--- config.mk ---
export PLATFORM = sky130hd
export DESIGN_NAME = i2c_shifter_flat
export DESIGN_NICKNAME = d
export VERILOG_FILES = /design/src/logic/i2c_pkg.sv /design/src/logic/i2c_line_if.sv /design/src/logic/i2c_shifter.sv /design/src/flat_wrapper.sv
export VERILOG_INCLUDE_DIRS = /design/src /design/src/logic
export SDC_FILE = /design/constraint.sdc
export NUM_CORES = 1
export LEC_CHECK = 0
export BUFFER_PORTS_ARGS = -buffer_cell sky130_fd_sc_hd__clkbuf_2
export CORE_MARGIN = 1
export CORE_UTILIZATION = 50
export DETAILED_ROUTE_END_ITERATION = 8
export PLACE_DENSITY = 0.79
export SYNTH_ARGS = -nofsm -noshare
export SYNTH_HDL_FRONTEND = slang
export SYNTH_SLANG_ARGS = --single-unit
--- constraint.sdc ---
create_clock -name clk -period 2.81 [get_ports clk]
set_input_delay 0.843 -clock clk [delete_from_list [all_inputs] [get_ports clk]]
set_output_delay 0.843 -clock clk [all_outputs]
set_load 0.05 [all_outputs]
--- src/logic/i2c_defines.svh ---
`ifndef I2C_DEFINES_SVH
`define I2C_DEFINES_SVH

// SCL timing
`define I2C_HALF_PERIOD 8      // clk cycles per SCL half-period
`define I2C_DIV_W       16     // Half-period counter width

// Field widths
`define I2C_ADDR_W      10     // 10-bit slave address
`define I2C_DATA_W      8      // One data byte
`define I2C_CNT_W       4      // Bit counter covers 0 to 10

`endif

--- src/logic/i2c_pkg.sv ---
`include "i2c_defines.svh"

package i2c_pkg;

    // Protocol sequencer states
    typedef enum logic [4:0] {
        ST_IDLE,        // Bus released and waiting for a request
        ST_START,       // SDA low while SCL high
        ST_ADDR_BIT,    // Address and R/W bits go out
        ST_ADDR_ACK,    // Slave acknowledges the address
        ST_WR_BIT,      // Write byte goes out
        ST_WR_ACK,      // Slave acknowledges the byte
        ST_RD_BIT,      // Read byte comes in
        ST_MNACK,       // Master answers NACK
        ST_STOP1,       // SCL low with SDA low
        ST_STOP2,       // SCL high with SDA low
        ST_STOP3        // SDA released for the stop edge
    } i2c_state_t;

    // Transfer direction, matches the R/W bit on the wire
    typedef enum logic {
        OP_WRITE = 1'b0,
        OP_READ  = 1'b1
    } i2c_op_t;

    // Which shift register the current bit belongs to
    typedef enum logic [1:0] {
        PH_ADDR,
        PH_WRITE,
        PH_READ
    } i2c_phase_t;

    typedef logic [`I2C_ADDR_W-1:0] addr_t;   // Slave address
    typedef logic [`I2C_DATA_W-1:0] byte_t;   // Data byte

endpackage

--- src/logic/i2c_line_if.sv ---
interface i2c_line_if;
    import i2c_pkg::*;

    logic       scl_rise;    // Low half-period ends here
    logic       scl_fall;    // High half-period ends here
    logic       sda_low;     // Sequencer wants SDA pulled low
    logic       shift_load;  // Load request or rearm counter for data
    logic       shift_next;  // Advance one bit
    i2c_phase_t phase;       // Active shift register
    logic       tx_bit;      // Bit now on offer
    logic       last_bit;    // Counter at zero
    logic       sda_sample;  // Synchronized SDA level

    modport gen (
        output scl_rise,
        output scl_fall
    );

    modport seq (
        input  scl_rise, scl_fall,
        input  tx_bit, last_bit, sda_sample,
        output sda_low, shift_load, shift_next, phase
    );

    modport shift (
        input  shift_load, shift_next, phase,
        output tx_bit, last_bit, sda_sample
    );

endinterface

--- src/logic/i2c_shifter.sv ---
`include "i2c_defines.svh"

module i2c_shifter (
    input  logic           clk,
    input  logic           rst,
    input  i2c_pkg::addr_t req_addr,   // Valid in the load cycle only
    input  logic           req_rw,
    input  i2c_pkg::byte_t req_data,
    input  logic           sda_sense,  // Actual SDA level from the pad
    output i2c_pkg::byte_t rx_byte,    // Last completed read byte
    i2c_line_if.shift      line
);
    import i2c_pkg::*;

    localparam int unsigned ADDR_TOP = `I2C_ADDR_W;       // 11 bits so 10 down to 0
    localparam int unsigned DATA_TOP = `I2C_DATA_W - 1;

    logic [`I2C_ADDR_W:0]   addr_sr;   // Address then R/W in the LSB
    byte_t                  data_sr;   // Outgoing byte
    byte_t                  rx_sr;     // Incoming byte
    byte_t                  rx_next;
    logic [`I2C_CNT_W-1:0]  bit_cnt;   // Bits left after the current one
    logic [1:0]             sda_sync;

    assign rx_next = {rx_sr[`I2C_DATA_W-2:0], sda_sync[1]};

    // Address word, outgoing byte and incoming byte
    always_ff @(posedge clk) begin
        if (line.shift_load && line.phase == PH_ADDR) begin
            addr_sr <= {req_addr, req_rw};
            data_sr <= req_data;
        end else if (line.shift_next) begin
            case (line.phase)
                PH_ADDR:  addr_sr <= {addr_sr[`I2C_ADDR_W-1:0], 1'b0};   // MSB first
                PH_WRITE: data_sr <= {data_sr[`I2C_DATA_W-2:0], 1'b0};
                default:  rx_sr   <= rx_next;                            // Sample at SCL fall
            endcase
        end
    end

    always_ff @(posedge clk or posedge rst) begin
        if (rst) begin
            bit_cnt  <= '0;
            sda_sync <= 2'b11;
            rx_byte  <= '0;
        end else begin
            sda_sync <= {sda_sync[0], sda_sense};
            if (line.shift_load) begin
                // Address load at request time and data rearm after the address ACK
                bit_cnt <= (line.phase == PH_ADDR) ? ADDR_TOP[`I2C_CNT_W-1:0]
                                                   : DATA_TOP[`I2C_CNT_W-1:0];
            end else if (line.shift_next && !line.last_bit) begin
                bit_cnt <= bit_cnt - 1'b1;
            end
            if (line.shift_next && line.phase == PH_READ && line.last_bit) begin
                rx_byte <= rx_next;        // Whole byte in
            end
        end
    end

    assign line.last_bit   = (bit_cnt == '0);
    assign line.tx_bit     = (line.phase == PH_WRITE) ? data_sr[`I2C_DATA_W-1]
                                                      : addr_sr[`I2C_ADDR_W];
    assign line.sda_sample = sda_sync[1];

    // A count past 10 means a load or shift strobe came out of order
    a_cnt_range: assert property (@(posedge clk) disable iff (rst)
        bit_cnt <= ADDR_TOP[`I2C_CNT_W-1:0]);

endmodule

--- src/flat_wrapper.sv ---
// flat-port wrapper written by rule: the top's interface ports become plain ports
module i2c_shifter_flat import i2c_pkg::*;
  (clk, rst, req_addr, req_rw, req_data, sda_sense, rx_byte, line_shift_load, line_shift_next, line_phase, line_tx_bit, line_last_bit, line_sda_sample);
  i2c_line_if line_i ();
  input  logic clk;
  input  logic rst;
  input  i2c_pkg::addr_t req_addr;
  input  logic req_rw;
  input  i2c_pkg::byte_t req_data;
  input  logic sda_sense;
  output i2c_pkg::byte_t rx_byte;
  input wire logic [$bits(line_i.shift_load)-1:0] line_shift_load;
  input wire logic [$bits(line_i.shift_next)-1:0] line_shift_next;
  input wire logic [$bits(line_i.phase)-1:0] line_phase;
  output wire logic [$bits(line_i.tx_bit)-1:0] line_tx_bit;
  output wire logic [$bits(line_i.last_bit)-1:0] line_last_bit;
  output wire logic [$bits(line_i.sda_sample)-1:0] line_sda_sample;
  assign line_i.shift_load = line_shift_load;
  assign line_i.shift_next = line_shift_next;
  assign line_i.phase = line_phase;
  assign line_tx_bit = line_i.tx_bit;
  assign line_last_bit = line_i.last_bit;
  assign line_sda_sample = line_i.sda_sample;
  i2c_shifter u_core (.clk(clk), .rst(rst), .req_addr(req_addr), .req_rw(req_rw), .req_data(req_data), .sda_sense(sda_sense), .rx_byte(rx_byte), .line(line_i));
endmodule
After elaboration in Yosys (flattened, before gate mapping)
Index checks and enable logic that the tools add are counted.
{"block": "totals", "romBits": 0, "in_bits": 26, "memories": 0, "latchBits": 0, "ram_bits": 0, "ff_bits": 40}
{"block": "op_classes", "muxes": 10, "bitwise_logic": 2, "n_div": 0, "n_lt_le_gt_ge": 0, "eq_ne": 2, "add_sub_neg": 1, "reduce_logical": 15, "multipliers": 0, "n_shift": 0}
{"operator": "two-way mux 11 bit", "count": 3}
{"operator": "two-way mux 8 bit", "count": 3}
{"operator": "two-way mux 4 bit", "count": 3}
{"operator": "nonzero test 2 bit", "count": 4}
{"operator": "logical AND 1 bit", "count": 4}
{"operator": "zero test 4 bit", "count": 1}
{"operator": "AND reduction 2 bit", "count": 2}
{"operator": "subtractor 4 x 1 -> 4 bit (second input constant)", "count": 1}
{"operator": "AND reduction 3 bit", "count": 1}
{"operator": "equality test 2 x 1 -> 1 bit (second input constant)", "count": 1}
{"operator": "equality test 2 bit (second input constant)", "count": 1}
{"operator": "zero test 2 bit", "count": 1}
{"operator": "NOT 1 bit", "count": 2}
{"operator": "OR reduction 2 bit", "count": 1}
{"operator": "zero test 1 bit", "count": 1}
{"operator": "two-way mux 1 bit", "count": 1}

Logic depth before layout (Yosys ltp)
Gate-level depths: netlist (run 1).
{"block": "logic_depth", "ltp_word": 5, "mapped_depth": 5, "mapped_depth_nobuf": 5}

Worst setup path before layout (run 1)
Ideal clock, no wire load.
{"block": "synth_timing", "kind": "register -> output", "start": "register u_core.bit_cnt[0]", "end": "output line_last_bit", "required_ns": 1.967, "slack_ns": 0.056, "path_buffers": 0, "arrival_ns": 1.911, "path_stages_with_launch": 4, "cell_sequence": "dfrtp_1 inv_1 ha_1 nor3b_1"}
{"block": "synth_via", "elab_chain_cells": 1}
{"item": "start: declaration", "line": "i2c_shifter.sv:22", "source": "logic [`I2C_CNT_W-1:0] bit_cnt;"}
{"item": "start signal: assignment", "line": "i2c_shifter.sv:50", "source": "bit_cnt <= (line.phase == PH_ADDR) ? ADDR_TOP[`I2C_CNT_W-1:0]"}
{"item": "start signal: assignment", "line": "i2c_shifter.sv:53", "source": "bit_cnt <= bit_cnt - 1'b1;"}
{"item": "zero test 4 bit", "line": "i2c_shifter.sv:61", "source": "assign line.last_bit = (bit_cnt == '0);"}
{"item": "end: declaration", "line": "flat_wrapper.sv:16", "source": "output wire logic [$bits(line_i.last_bit)-1:0] line_last_bit;"}
Every way passes these cells.

Worst setup path after layout (run 1)
Ends and elaborated chain as after synthesis.

==> results.json, run 1 <==
{
  "overflow": 0,
  "final_critical_path_time_including_i_o_delays_and_setup_ns": 2.65,
  "rsz0062_at_grt": "no",
  "synthXorXnorAreaFrac_pct": 0,
  "synth.cell_area_sq_mm": 0.00164,
  "place.gp.congestion": 0.797,
  "fill_cells": 250,
  "tritoncts_sink_count": 40,
  "clock_tree.buffer_depth": 2,
  "detailedRoute.firstIterationViolations": 18,
  "ys_top_cells_by_count": "edfxtp_1, mux2_2, dfrtp_1, inv_1, and2_1",
  "clk_skew_ns": 0.00949,
  "pwr_cell_area_mw_per_mm2": 559,
  "tightestPinTransition_ns": 0.637,
  "die_x_um": 59.3,
  "drt.antenna.violating_nets": 0,
  "slew_headroom_pct": 57.4,
  "max_freq_ghz": 0.377,
  "number_of_global_route_vias_before_repair": 958,
  "ys_seq_area_share_pct": 69.1,
  "power.clock.fraction_pct": 24.6,
  "cts_root_buf": "clkbuf_4",
  "cts.reportedPaths.clkPinSlew_ns": 0.11,
  "swShare_pct": 24.2,
  "end_kind": "output pin",
  "core_area_sq_mm": 0.00308,
  "hold_buffers": 0,
  "final_hold_violating_endpoints": 0,
  "avgViaCountPerCell": 5.06,
  "antenna_found_initial": 0,
  "synth_top_family_by_area": "multiplexers",
  "synth_async_sr_flop_share_pct": 35.0,
  "largest_net_degree_at_the_start_of_global_routing": 23,
  "critPathMaxStageDelay_ns": 0.43,
  "grt_pass1_wl_um": 4280,
  "final_period_util_pct": 94.4,
  "cts_inserted_buffers": 5,
  "synthesis.instances": 98,
  "critical_path_class": "reg2out",
  "post_cts_resize_count": 0,
  "worst-r2r-setup-slack_ns": 1.24,
  "antenna_cells": 0,
  "yosysTopAreaCellShare_pct": 47.6,
  "placementRows": 20,
  "placement.io_buffers": 36,
  "power.sequential.fraction_pct": 63.1,
  "outcome": "complete, no violations",
  "cts_max_level": 2,
  "timing.final.max_slew_violations": 0,
  "wl_cell_um": 13.3,
  "clock_tree_from_tritoncts": "yes",
  "detailroute.via_count": 941,
  "grt.total_usage_pct": 17.4,
  "drt-pass1-iter-count": 4,
  "worstHoldStart": "u_core.sda_sync[0]",
  "layout.nets": 168,
  "fp.dieH_um": 59.3,
  "cells_traversed_along_the_worst_timing_path": "inv_1 -> ha_1 -> nor3b_1 -> clkbuf_2",
  "timing.hold.worst_endpoint": "u_core.sda_sync[1]",
  "max_cap_violations": 0,
  "synth-compound-area-share_pct": 3.20,
  "worst_r2r_path_depth": 5,
  "synth_largest_area_cell": "edfxtp_1",
  "hold_depth": 0,
  "clock_latency_ns": 0.34,
  "initial_core_util_pct": 53.3,
  "power.ir.vdd_worst_mv": 0.307,
  "synth-edff-count": 26,
  "crit-reg2reg-capture": "u_core.rx_byte[2]",
  "combinational_cell_fraction_of_total_power_pct": 12.3,
  "drcViolationCount": 0,
  "cp_data_arrival_time_ns": 1.81,
  "placement.setup.worst_slack_ns": 0.227,
  "cts_setup_buffers": 0,
  "min_path_type": "reg2reg",
  "synth.mux.area_fraction_pct": 18.4,
  "timing.rr.start": "u_core.bit_cnt[0]",
  "worstPathMaxFanout": 5,
  "drive_above_1_share_pct": 52.1,
  "slowest_stage": "nor3b_1",
  "internal_power_uw": 816,
  "yosys_register_bits": 40,
  "design.portCount": 37,
  "synthSimpleGateAreaFrac_pct": 6.48,
  "synth-warning-count": 0,
  "timing.critical_path.required_ns": 1.97,
  "switching_power_uw": 261,
  "leading_cell_types_by_total_area_after_synthesis": "edfxtp_1, dfrtp_1, mux2_2",
  "synth_cell_types": 25,
  "syn_area_per_cell_sq_um": 16.8,
  "synth_ff_type": "edfxtp_1",
  "timing.final.setup_violations": 0,
  "final.setup.worst_slack_ns": 0.158,
  "die_area_sq_mm": 0.00352,
  "power_leakage_uw": 0.000805,
  "crit_path_start_kind": "flop",
  "syn_to_final_growth_pct": 17.3,
  "mappedNetlistNets": 125,
  "wl_um": 2470,
  "synth-adder-area-share_pct": 0.762,
  "totalNegativeSetupSlack_ns": 0,
  "dp.final_hpwl_um": 1850
}
-- registers in the layout (all words and copies together), names as in the netlist --
signal / count
u_core.sda_sync: 2
u_core.rx_sr: 7
u_core.data_sr: 8
u_core.bit_cnt: 4
u_core.addr_sr: 11
u_core.rx_byte: 8
-- cell usage in the layout (no fill, tap or decap), drive strengths merged --
cell type | netlist | routed
a211oi | 1 | 1
a31oi | 1 | 1
ha | 1 | 1
dfstp | 2 | 2
nor2b | 1 | 1
or4b | 1 | 1
inv | 5 | 5
or3 | 1 | 1
mux2i | 1 | 1
and3b | 1 | 1
a21oi | 2 | 2
nor4 | 1 | 1
mux2 | 26 | 26
o21ai | 2 | 2
buf | 2 | 2
o311ai | 1 | 1
edfxtp | 26 | 26
a311o | 1 | 1
nor3 | 1 | 1
clkbuf | 0 | 44
nor2 | 2 | 2
dfrtp | 12 | 12
nand3 | 1 | 1
nor3b | 1 | 1
nand2 | 2 | 2
and2 | 3 | 3
-- power by group through the flow --
stage / Combinational (uW) / Sequential (uW) / Clock, uW
after detailed placement: 134 / 693 / 0
after global routing: 144 / 685 / 301
after CTS: 135 / 681 / 276
final: 132 / 680 / 265
after floorplan: 58.4 / 723 / 0
after global placement: 130 / 691 / 0
-- through the flow --
step | cells | cell area (sq um) | hold slack, ns | util, % | power (uW)
global route | 186 | 1930 | 0.379 | 62.6 | 1130
global placement | 178 | 1880 | 0.347 | 61.0 | 821
CTS | 186 | 1930 | 0.370 | 62.6 | 1090
detailed placement | 178 | 1880 | 0.347 | 61.0 | 827
finish | 186 | 1930 | 0.372 | 62.6 | 1080
floorplan | 98 | 1640 | 0.345 | - | 781
-- how the worst max path moves through the flow --
stage               slack (ns)  cells after the start              start             to
detailed placement        0.23                      4      line_phase[0]    line_tx_bit
CTS                       0.15                      4  u_core.bit_cnt[0]  line_last_bit
global route              0.02                      4  u_core.bit_cnt[0]  line_last_bit
global placement          0.21                      4      line_phase[0]    line_tx_bit
finish                    0.16                      4  u_core.bit_cnt[0]  line_last_bit
floorplan                 0.06                      3  u_core.bit_cnt[0]  line_last_bit
-- critical path: cells and delay by family (launching register included) --
family	cells	cell delay, ns
adder cells (fa/ha/maj)	1	0.20
buffers and inverters	2	0.42
flip-flops	1	0.41
AND/OR/NAND/NOR	1	0.43
-- cell type report --
| class | count | area (sq um) | area share, % |
|---|---|---|---|
| multi-input cells | 51 | 474 | 24.6 |
| inverters | 5 | 18.8 | 0.975 |
| well taps | 44 | 55.1 | 2.86 |
| repair buffers | 38 | 195 | 10.1 |
| flip-flops and latches | 40 | 1130 | 58.9 |
| clock buffers | 8 | 48.8 | 2.53 |
-- cell families (layout without fill, tap and decap cells) --
logic type                 after synthesis  count (layout)
DFF                                     40              40
and+or+nand+nor                         15              15
buffers and inverters                    7              51
AOI/OAI and AO/OA                        8               8
muxes                                   27              27
adders and majority gates                1               1
-- metal layers --
| metal | up-vias | GRT usage, % | wire length, um |
|---|---|---|---|
| met4 | 0 | 9.52 | 63 |
| met5 | - | 0 | 0 |
| met3 | 8 | 7.64 | 180 |
| li1 | 456 | - | - |
| met1 | 442 | 19.6 | 1030 |
| met2 | 35 | 27.6 | 1200 |
(Power assumes the default switching activity.)
==> run 2, diff against run 1 <==
--- a/config.mk
+++ b/config.mk
@@ -14,3 +14,4 @@
 export SYNTH_ARGS = -nofsm -noshare
 export SYNTH_HDL_FRONTEND = slang
 export SYNTH_SLANG_ARGS = --single-unit
+export TNS_END_PERCENT = 50
==> constraint.sdc (replaced) <==
create_clock -name clk -period 2.81 [get_ports clk]
set_input_delay 0.843 -clock clk [delete_from_list [all_inputs] [get_ports clk]]
set_output_delay 0.843 -clock clk [all_outputs]
set_load 0.01 [all_outputs]
==> run 2 against run 1 <==
Combinational power fell by 25%. Via count rose by 0.32%. Sequential share of layout area fell by 1.2 points. Design area rose by 2.1%. Routed wire length rose by 0.24%.
==> results.json, run 2 (same netlist as run 1, synthesis figures left out) <==
{
  "place.gp.congestion": 0.788,
  "hold_depth": 0,
  "register_ranked_first_by_flip_flop_count": "u_core.addr_sr",
  "drt.antenna.violating_nets": 0,
  "avgViaCountPerCell": 5.08,
  "clk_skew_ns": 0.00345,
  "grt_pass1_wl_um": 4200,
  "worstPathMaxFanout": 5,
  "detailedRoute.firstIterationViolations": 26,
  "cp_data_arrival_time_ns": 1.67,
  "antenna_cells": 0,
  "die_x_um": 59.3,
  "placement.io_buffers": 36,
  "placementRows": 20,
  "final_period_util_pct": 89.3,
  "min_path_type": "reg2reg",
  "largest_net_degree_at_the_start_of_global_routing": 23,
  "tritoncts_sink_count": 40,
  "fp.dieH_um": 59.3,
  "dp.final_hpwl_um": 1840,
  "tightestPinTransition_ns": 0.663,
  "power.ir.vdd_worst_mv": 0.377,
  "rsz0062_at_grt": "no",
  "number_of_global_route_vias_before_repair": 979,
  "initial_core_util_pct": 53.3,
  "cts_setup_buffers": 0,
  "drive_above_1_share_pct": 54.2,
  "crit-reg2reg-capture": "u_core.rx_byte[6]",
  "pwr_cell_area_mw_per_mm2": 595,
  "post_dp_cell_area_sq_mm": 0.00188,
  "worst_r2r_path_depth": 5,
  "final_std_cell_area_no_fill_sq_mm": 0.00197,
  "clock_tree_from_tritoncts": "yes",
  "dp.cells": 178,
  "syn_to_final_growth_pct": 19.8,
  "max_cap_violations": 0,
  "final_critical_path_time_including_i_o_delays_and_setup_ns": 2.51,
  "hold_buffers": 0,
  "antenna_found_initial": 0,
  "grt.total_usage_pct": 16.8,
  "mostFrequentLayoutCells": "clkbuf_2, mux2_2, edfxtp_1",
  "layout.cells.most_common": "clkbuf_2",
  "wl_cell_um": 13.3,
  "slew_headroom_pct": 55.6,
  "timing.final.max_slew_violations": 0,
  "cts_inserted_buffers": 5,
  "wl_um": 2480,
  "timing.final.setup_violations": 0,
  "crit_path_start_kind": "flop",
  "layout.nets": 168,
  "clock_latency_ns": 0.34,
  "largest_registers_ranked_by_flip_flop_count": "u_core.addr_sr: 11 flops, u_core.data_sr: 8 flops, u_core.rx_byte: 8 flops",
  "post_cts_resize_count": 0,
  "timing.critical_path.required_ns": 1.97,
  "clock_tree.buffer_depth": 2,
  "end_kind": "output pin",
  "critical_path_class": "reg2out",
  "power_leakage_uw": 0.000827,
  "drt-pass1-iter-count": 6,
  "cts.reportedPaths.clkPinSlew_ns": 0.11,
  "max_freq_ghz": 0.399,
  "cts_max_level": 2,
  "worst-r2r-setup-slack_ns": 1.25,
  "detailroute.via_count": 944,
  "die_area_sq_mm": 0.00352,
  "timing.rr.start": "u_core.bit_cnt[0]",
  "core_area_sq_mm": 0.00308,
  "totalNegativeSetupSlack_ns": 0,
  "overflow": 0,
  "cts_root_buf": "clkbuf_4",
  "fill_cells": 253,
  "design.portCount": 37,
  "drcViolationCount": 0,
  "finish.utilization_pct": 63.9,
  "timing.hold.worst_endpoint": "u_core.sda_sync[1]",
  "layoutNonFillerInstCount": 186,
  "largest_register_ffs": 11,
  "outcome": "complete, no violations",
  "worstHoldStart": "u_core.sda_sync[0]",
  "final_hold_violating_endpoints": 0
}
## run 2: changes by cell type in the layout (fill, tap and decap cells not counted)
cell	delta
clkbuf_1	-3
bufinv_16	+1
clkbuf_8	+1
clkinv_4	+1
## run 2: per-stage QoR
| step | setup WS (ns) | total power (uW) | hold slack (ns) |
|---|---|---|---|
| floorplan | 0.570 | 748 | 0.345 |
| global placement | 0.320 | 788 | 0.347 |
| detailed placement | 0.310 | 794 | 0.347 |
| CTS | 0.290 | 1180 | 0.364 |
| global route | 0.162 | 1220 | 0.371 |
| finish | 0.302 | 1170 | 0.363 |
## run 2: critical path: stages, from the launching register on
cell,delay (ns)
dfrtp_1,0.41
inv_1,0.08
ha_1,0.21
nor3b_1,0.41
clkbuf_2,0.22
## run 2: cell type report
type                    count  area (sq um)  share of cell area (%)
clock inverters             2          38.8                    1.97
well taps                  44          55.1                    2.80
multi-input cells          51           474                    24.1
inverters                   5          18.8                   0.954
repair buffers             38           195                    9.92
clock buffers               6          51.3                    2.61
flip-flops and latches     40          1130                    57.6
## run 2: how the worst max path moves through the flow
stage,to,from,slack [ns]
floorplan,u_core.addr_sr[0],line_shift_next,0.57
global placement,line_tx_bit,line_phase[0],0.32
detailed placement,line_tx_bit,line_phase[0],0.31
CTS,line_last_bit,u_core.bit_cnt[0],0.29
global route,line_last_bit,u_core.bit_cnt[0],0.16
finish,line_last_bit,u_core.bit_cnt[0],0.30
## run 2: power breakdown
part,leakage (uW),total [uW],switching (uW),internal [uW]
sequential,0.000414,680,14.8,665
combinational,0.000365,99.5,48.3,51.2
clock,0.0000484,390,177,213
## run 2: routing by layer
| metal | wire length, um | GRT usage, % | part of all wire [%] |
|---|---|---|---|
| met4 | 27 | 6.80 | 1.1 |
| met2 | 1260 | 28.6 | 51 |
| met3 | 169 | 6.99 | 6.8 |
| met5 | 0 | 0 | 0 |
| met1 | 1010 | 18.4 | 41 |
==> run 3, diff against run 2 <==
--- a/config.mk
+++ b/config.mk
@@ -10,7 +10,7 @@
 export CORE_MARGIN = 1
 export CORE_UTILIZATION = 50
 export DETAILED_ROUTE_END_ITERATION = 8
-export PLACE_DENSITY = 0.79
+export PLACE_DENSITY = 0.82
 export SYNTH_ARGS = -nofsm -noshare
 export SYNTH_HDL_FRONTEND = slang
 export SYNTH_SLANG_ARGS = --single-unit
==> run 3 against run 2 <==
Clock skew rose by 0.0048 ns. Register-to-register slack barely moved. Global-route usage rose by 0.35 points. First-iteration DRC count rose by 19%. Final cell count did not move. Sequential power barely moved. Count of clock-buffer cells in the layout did not move. Hold slack improved by 0.0028 ns. Design area fell by 1.2%. Critical path type is now in2out. Highest routed layer unchanged.
==> results.json, run 3 (same netlist as run 1, synthesis figures left out) <==
{
  "outcome": "complete, no violations",
  "placement.io_buffers": 36,
  "drcViolationCount": 0,
  "post_dp_cell_area_sq_mm": 0.00188,
  "cts_inserted_buffers": 5,
  "max_cap_violations": 0,
  "grt.total_usage_pct": 17.1,
  "wl_cell_um": 13.8,
  "grt_pass1_wl_um": 4190,
  "tritoncts_sink_count": 40,
  "fill_cells": 261,
  "cts_root_buf": "clkbuf_4",
  "internal_power_uw": 838,
  "timing.final.setup_violations": 0,
  "power.ir.vdd_worst_mv": 0.404,
  "avgViaCountPerCell": 5.09,
  "cts_max_level": 2,
  "clock_tree.buffer_depth": 2,
  "number_of_global_route_vias_before_repair": 963,
  "cts_setup_buffers": 0,
  "finish.utilization_pct": 63.1,
  "final_critical_path_time_including_i_o_delays_and_setup_ns": 2.50,
  "drt-pass1-iter-count": 4,
  "critical_path_class": "in2out",
  "swShare_pct": 23.0,
  "final_hold_violating_endpoints": 0,
  "clock_latency_ns": 0.34,
  "final_period_util_pct": 88.9,
  "crit_path_start_kind": "input port",
  "design.portCount": 37,
  "syn_to_final_growth_pct": 18.4,
  "multi_input_comb_area_sq_um": 474,
  "power_leakage_uw": 0.000809,
  "layout.cells.most_common": "clkbuf_2",
  "max_freq_ghz": 0.401,
  "post_cts_resize_count": 0,
  "register_ranked_first_by_flip_flop_count": "u_core.addr_sr",
  "drive_above_1_share_pct": 54.2,
  "worstPathMaxFanout": 5,
  "mostFrequentLayoutCells": "clkbuf_2, mux2_2, edfxtp_1",
  "pwr_cell_area_mw_per_mm2": 560,
  "drt.antenna.violating_nets": 0,
  "placementRows": 20,
  "power.clock.fraction_pct": 28.3,
  "detailroute.via_count": 947,
  "register_area_sq_mm": 0.00113,
  "totalNegativeSetupSlack_ns": 0,
  "initial_core_util_pct": 53.3,
  "hold_buffers": 0,
  "end_kind": "output pin",
  "clock_tree_from_tritoncts": "yes",
  "slew_headroom_pct": 53.9,
  "core_area_sq_mm": 0.00308,
  "clk_skew_ns": 0.00830,
  "wl_um": 2560,
  "detailedRoute.firstIterationViolations": 31,
  "antenna_cells": 0,
  "dp.final_hpwl_um": 1870,
  "largest_register_ffs": 11,
  "die_area_sq_mm": 0.00352,
  "tightestPinTransition_ns": 0.689,
  "antenna_found_initial": 0,
  "min_path_type": "reg2reg",
  "rsz0062_at_grt": "no",
  "final_std_cell_area_no_fill_sq_mm": 0.00194,
  "fp.dieH_um": 59.3,
  "largest_net_degree_at_the_start_of_global_routing": 23,
  "timing.final.max_slew_violations": 0,
  "overflow": 0,
  "timing.critical_path.required_ns": 1.97,
  "worst-r2r-setup-slack_ns": 1.26,
  "power.sequential.fraction_pct": 62.5,
  "layout.nets": 168,
  "die_x_um": 59.3,
  "switching_power_uw": 251,
  "largest_registers_ranked_by_flip_flop_count": "u_core.addr_sr: 11 flops, u_core.data_sr: 8 flops, u_core.rx_byte: 8 flops",
  "cts.reportedPaths.clkPinSlew_ns": 0.12,
  "combinational_cell_fraction_of_total_power_pct": 9.1,
  "cp_data_arrival_time_ns": 1.65,
  "place.gp.congestion": 0.785
}
## run 3: cell type report
type | count | share of cell area, %
repair buffers | 38 | 10.0
clock buffers | 6 | 2.64
flip-flops and latches | 40 | 58.3
well taps | 44 | 2.83
inverters | 5 | 0.966
multi-input cells | 51 | 24.4
clock inverters | 2 | 0.773
## run 3: per-stage QoR
step	setup slack (ns)	hold WS, ns	total power, uW	cells
after floorplan	0.570	0.345	748	98
after global placement	0.317	0.347	787	178
after detailed placement	0.311	0.350	796	178
after CTS	0.302	0.368	1100	186
after global routing	0.202	0.369	1130	186
final	0.313	0.366	1090	186
## run 3: critical path, cell delays in order
cell,delay (ns)
clkbuf_2,0.16
nor2b_1,0.17
mux2_2,0.35
clkbuf_2,0.13
## run 3: power by group through the flow
stage | Combinational (uW) | Sequential (uW) | Clock (uW)
after floorplan | 54.6 | 694 | 0
after global placement | 96.4 | 691 | 0
after detailed placement | 102 | 694 | 0
after CTS | 102 | 681 | 319
after global routing | 112 | 685 | 337
final | 99.4 | 681 | 309
## run 3: worst paths after layout
check | startpoint | endpoint | cells past startpoint
max | line_phase[0] | line_tx_bit | 4
min | u_core.sda_sync[0] | u_core.sda_sync[1] | 0
max reg2reg | u_core.bit_cnt[0] | u_core.rx_byte[6] | 5
min reg2reg | u_core.sda_sync[0] | u_core.sda_sync[1] | 0
max in group asynchronous | rst | u_core.sda_sync[1] | 2
min in group asynchronous | rst | u_core.bit_cnt[1] | 2
## run 3: routing by layer
layer | global-route usage, % | up-vias | part of all wire [%]
li1 | - | 452 | -
met1 | 18.3 | 456 | 41
met2 | 29.1 | 32 | 50
met3 | 4.80 | 7 | 6.5
met4 | 11.9 | 0 | 2.2
met5 | 0 | - | 0
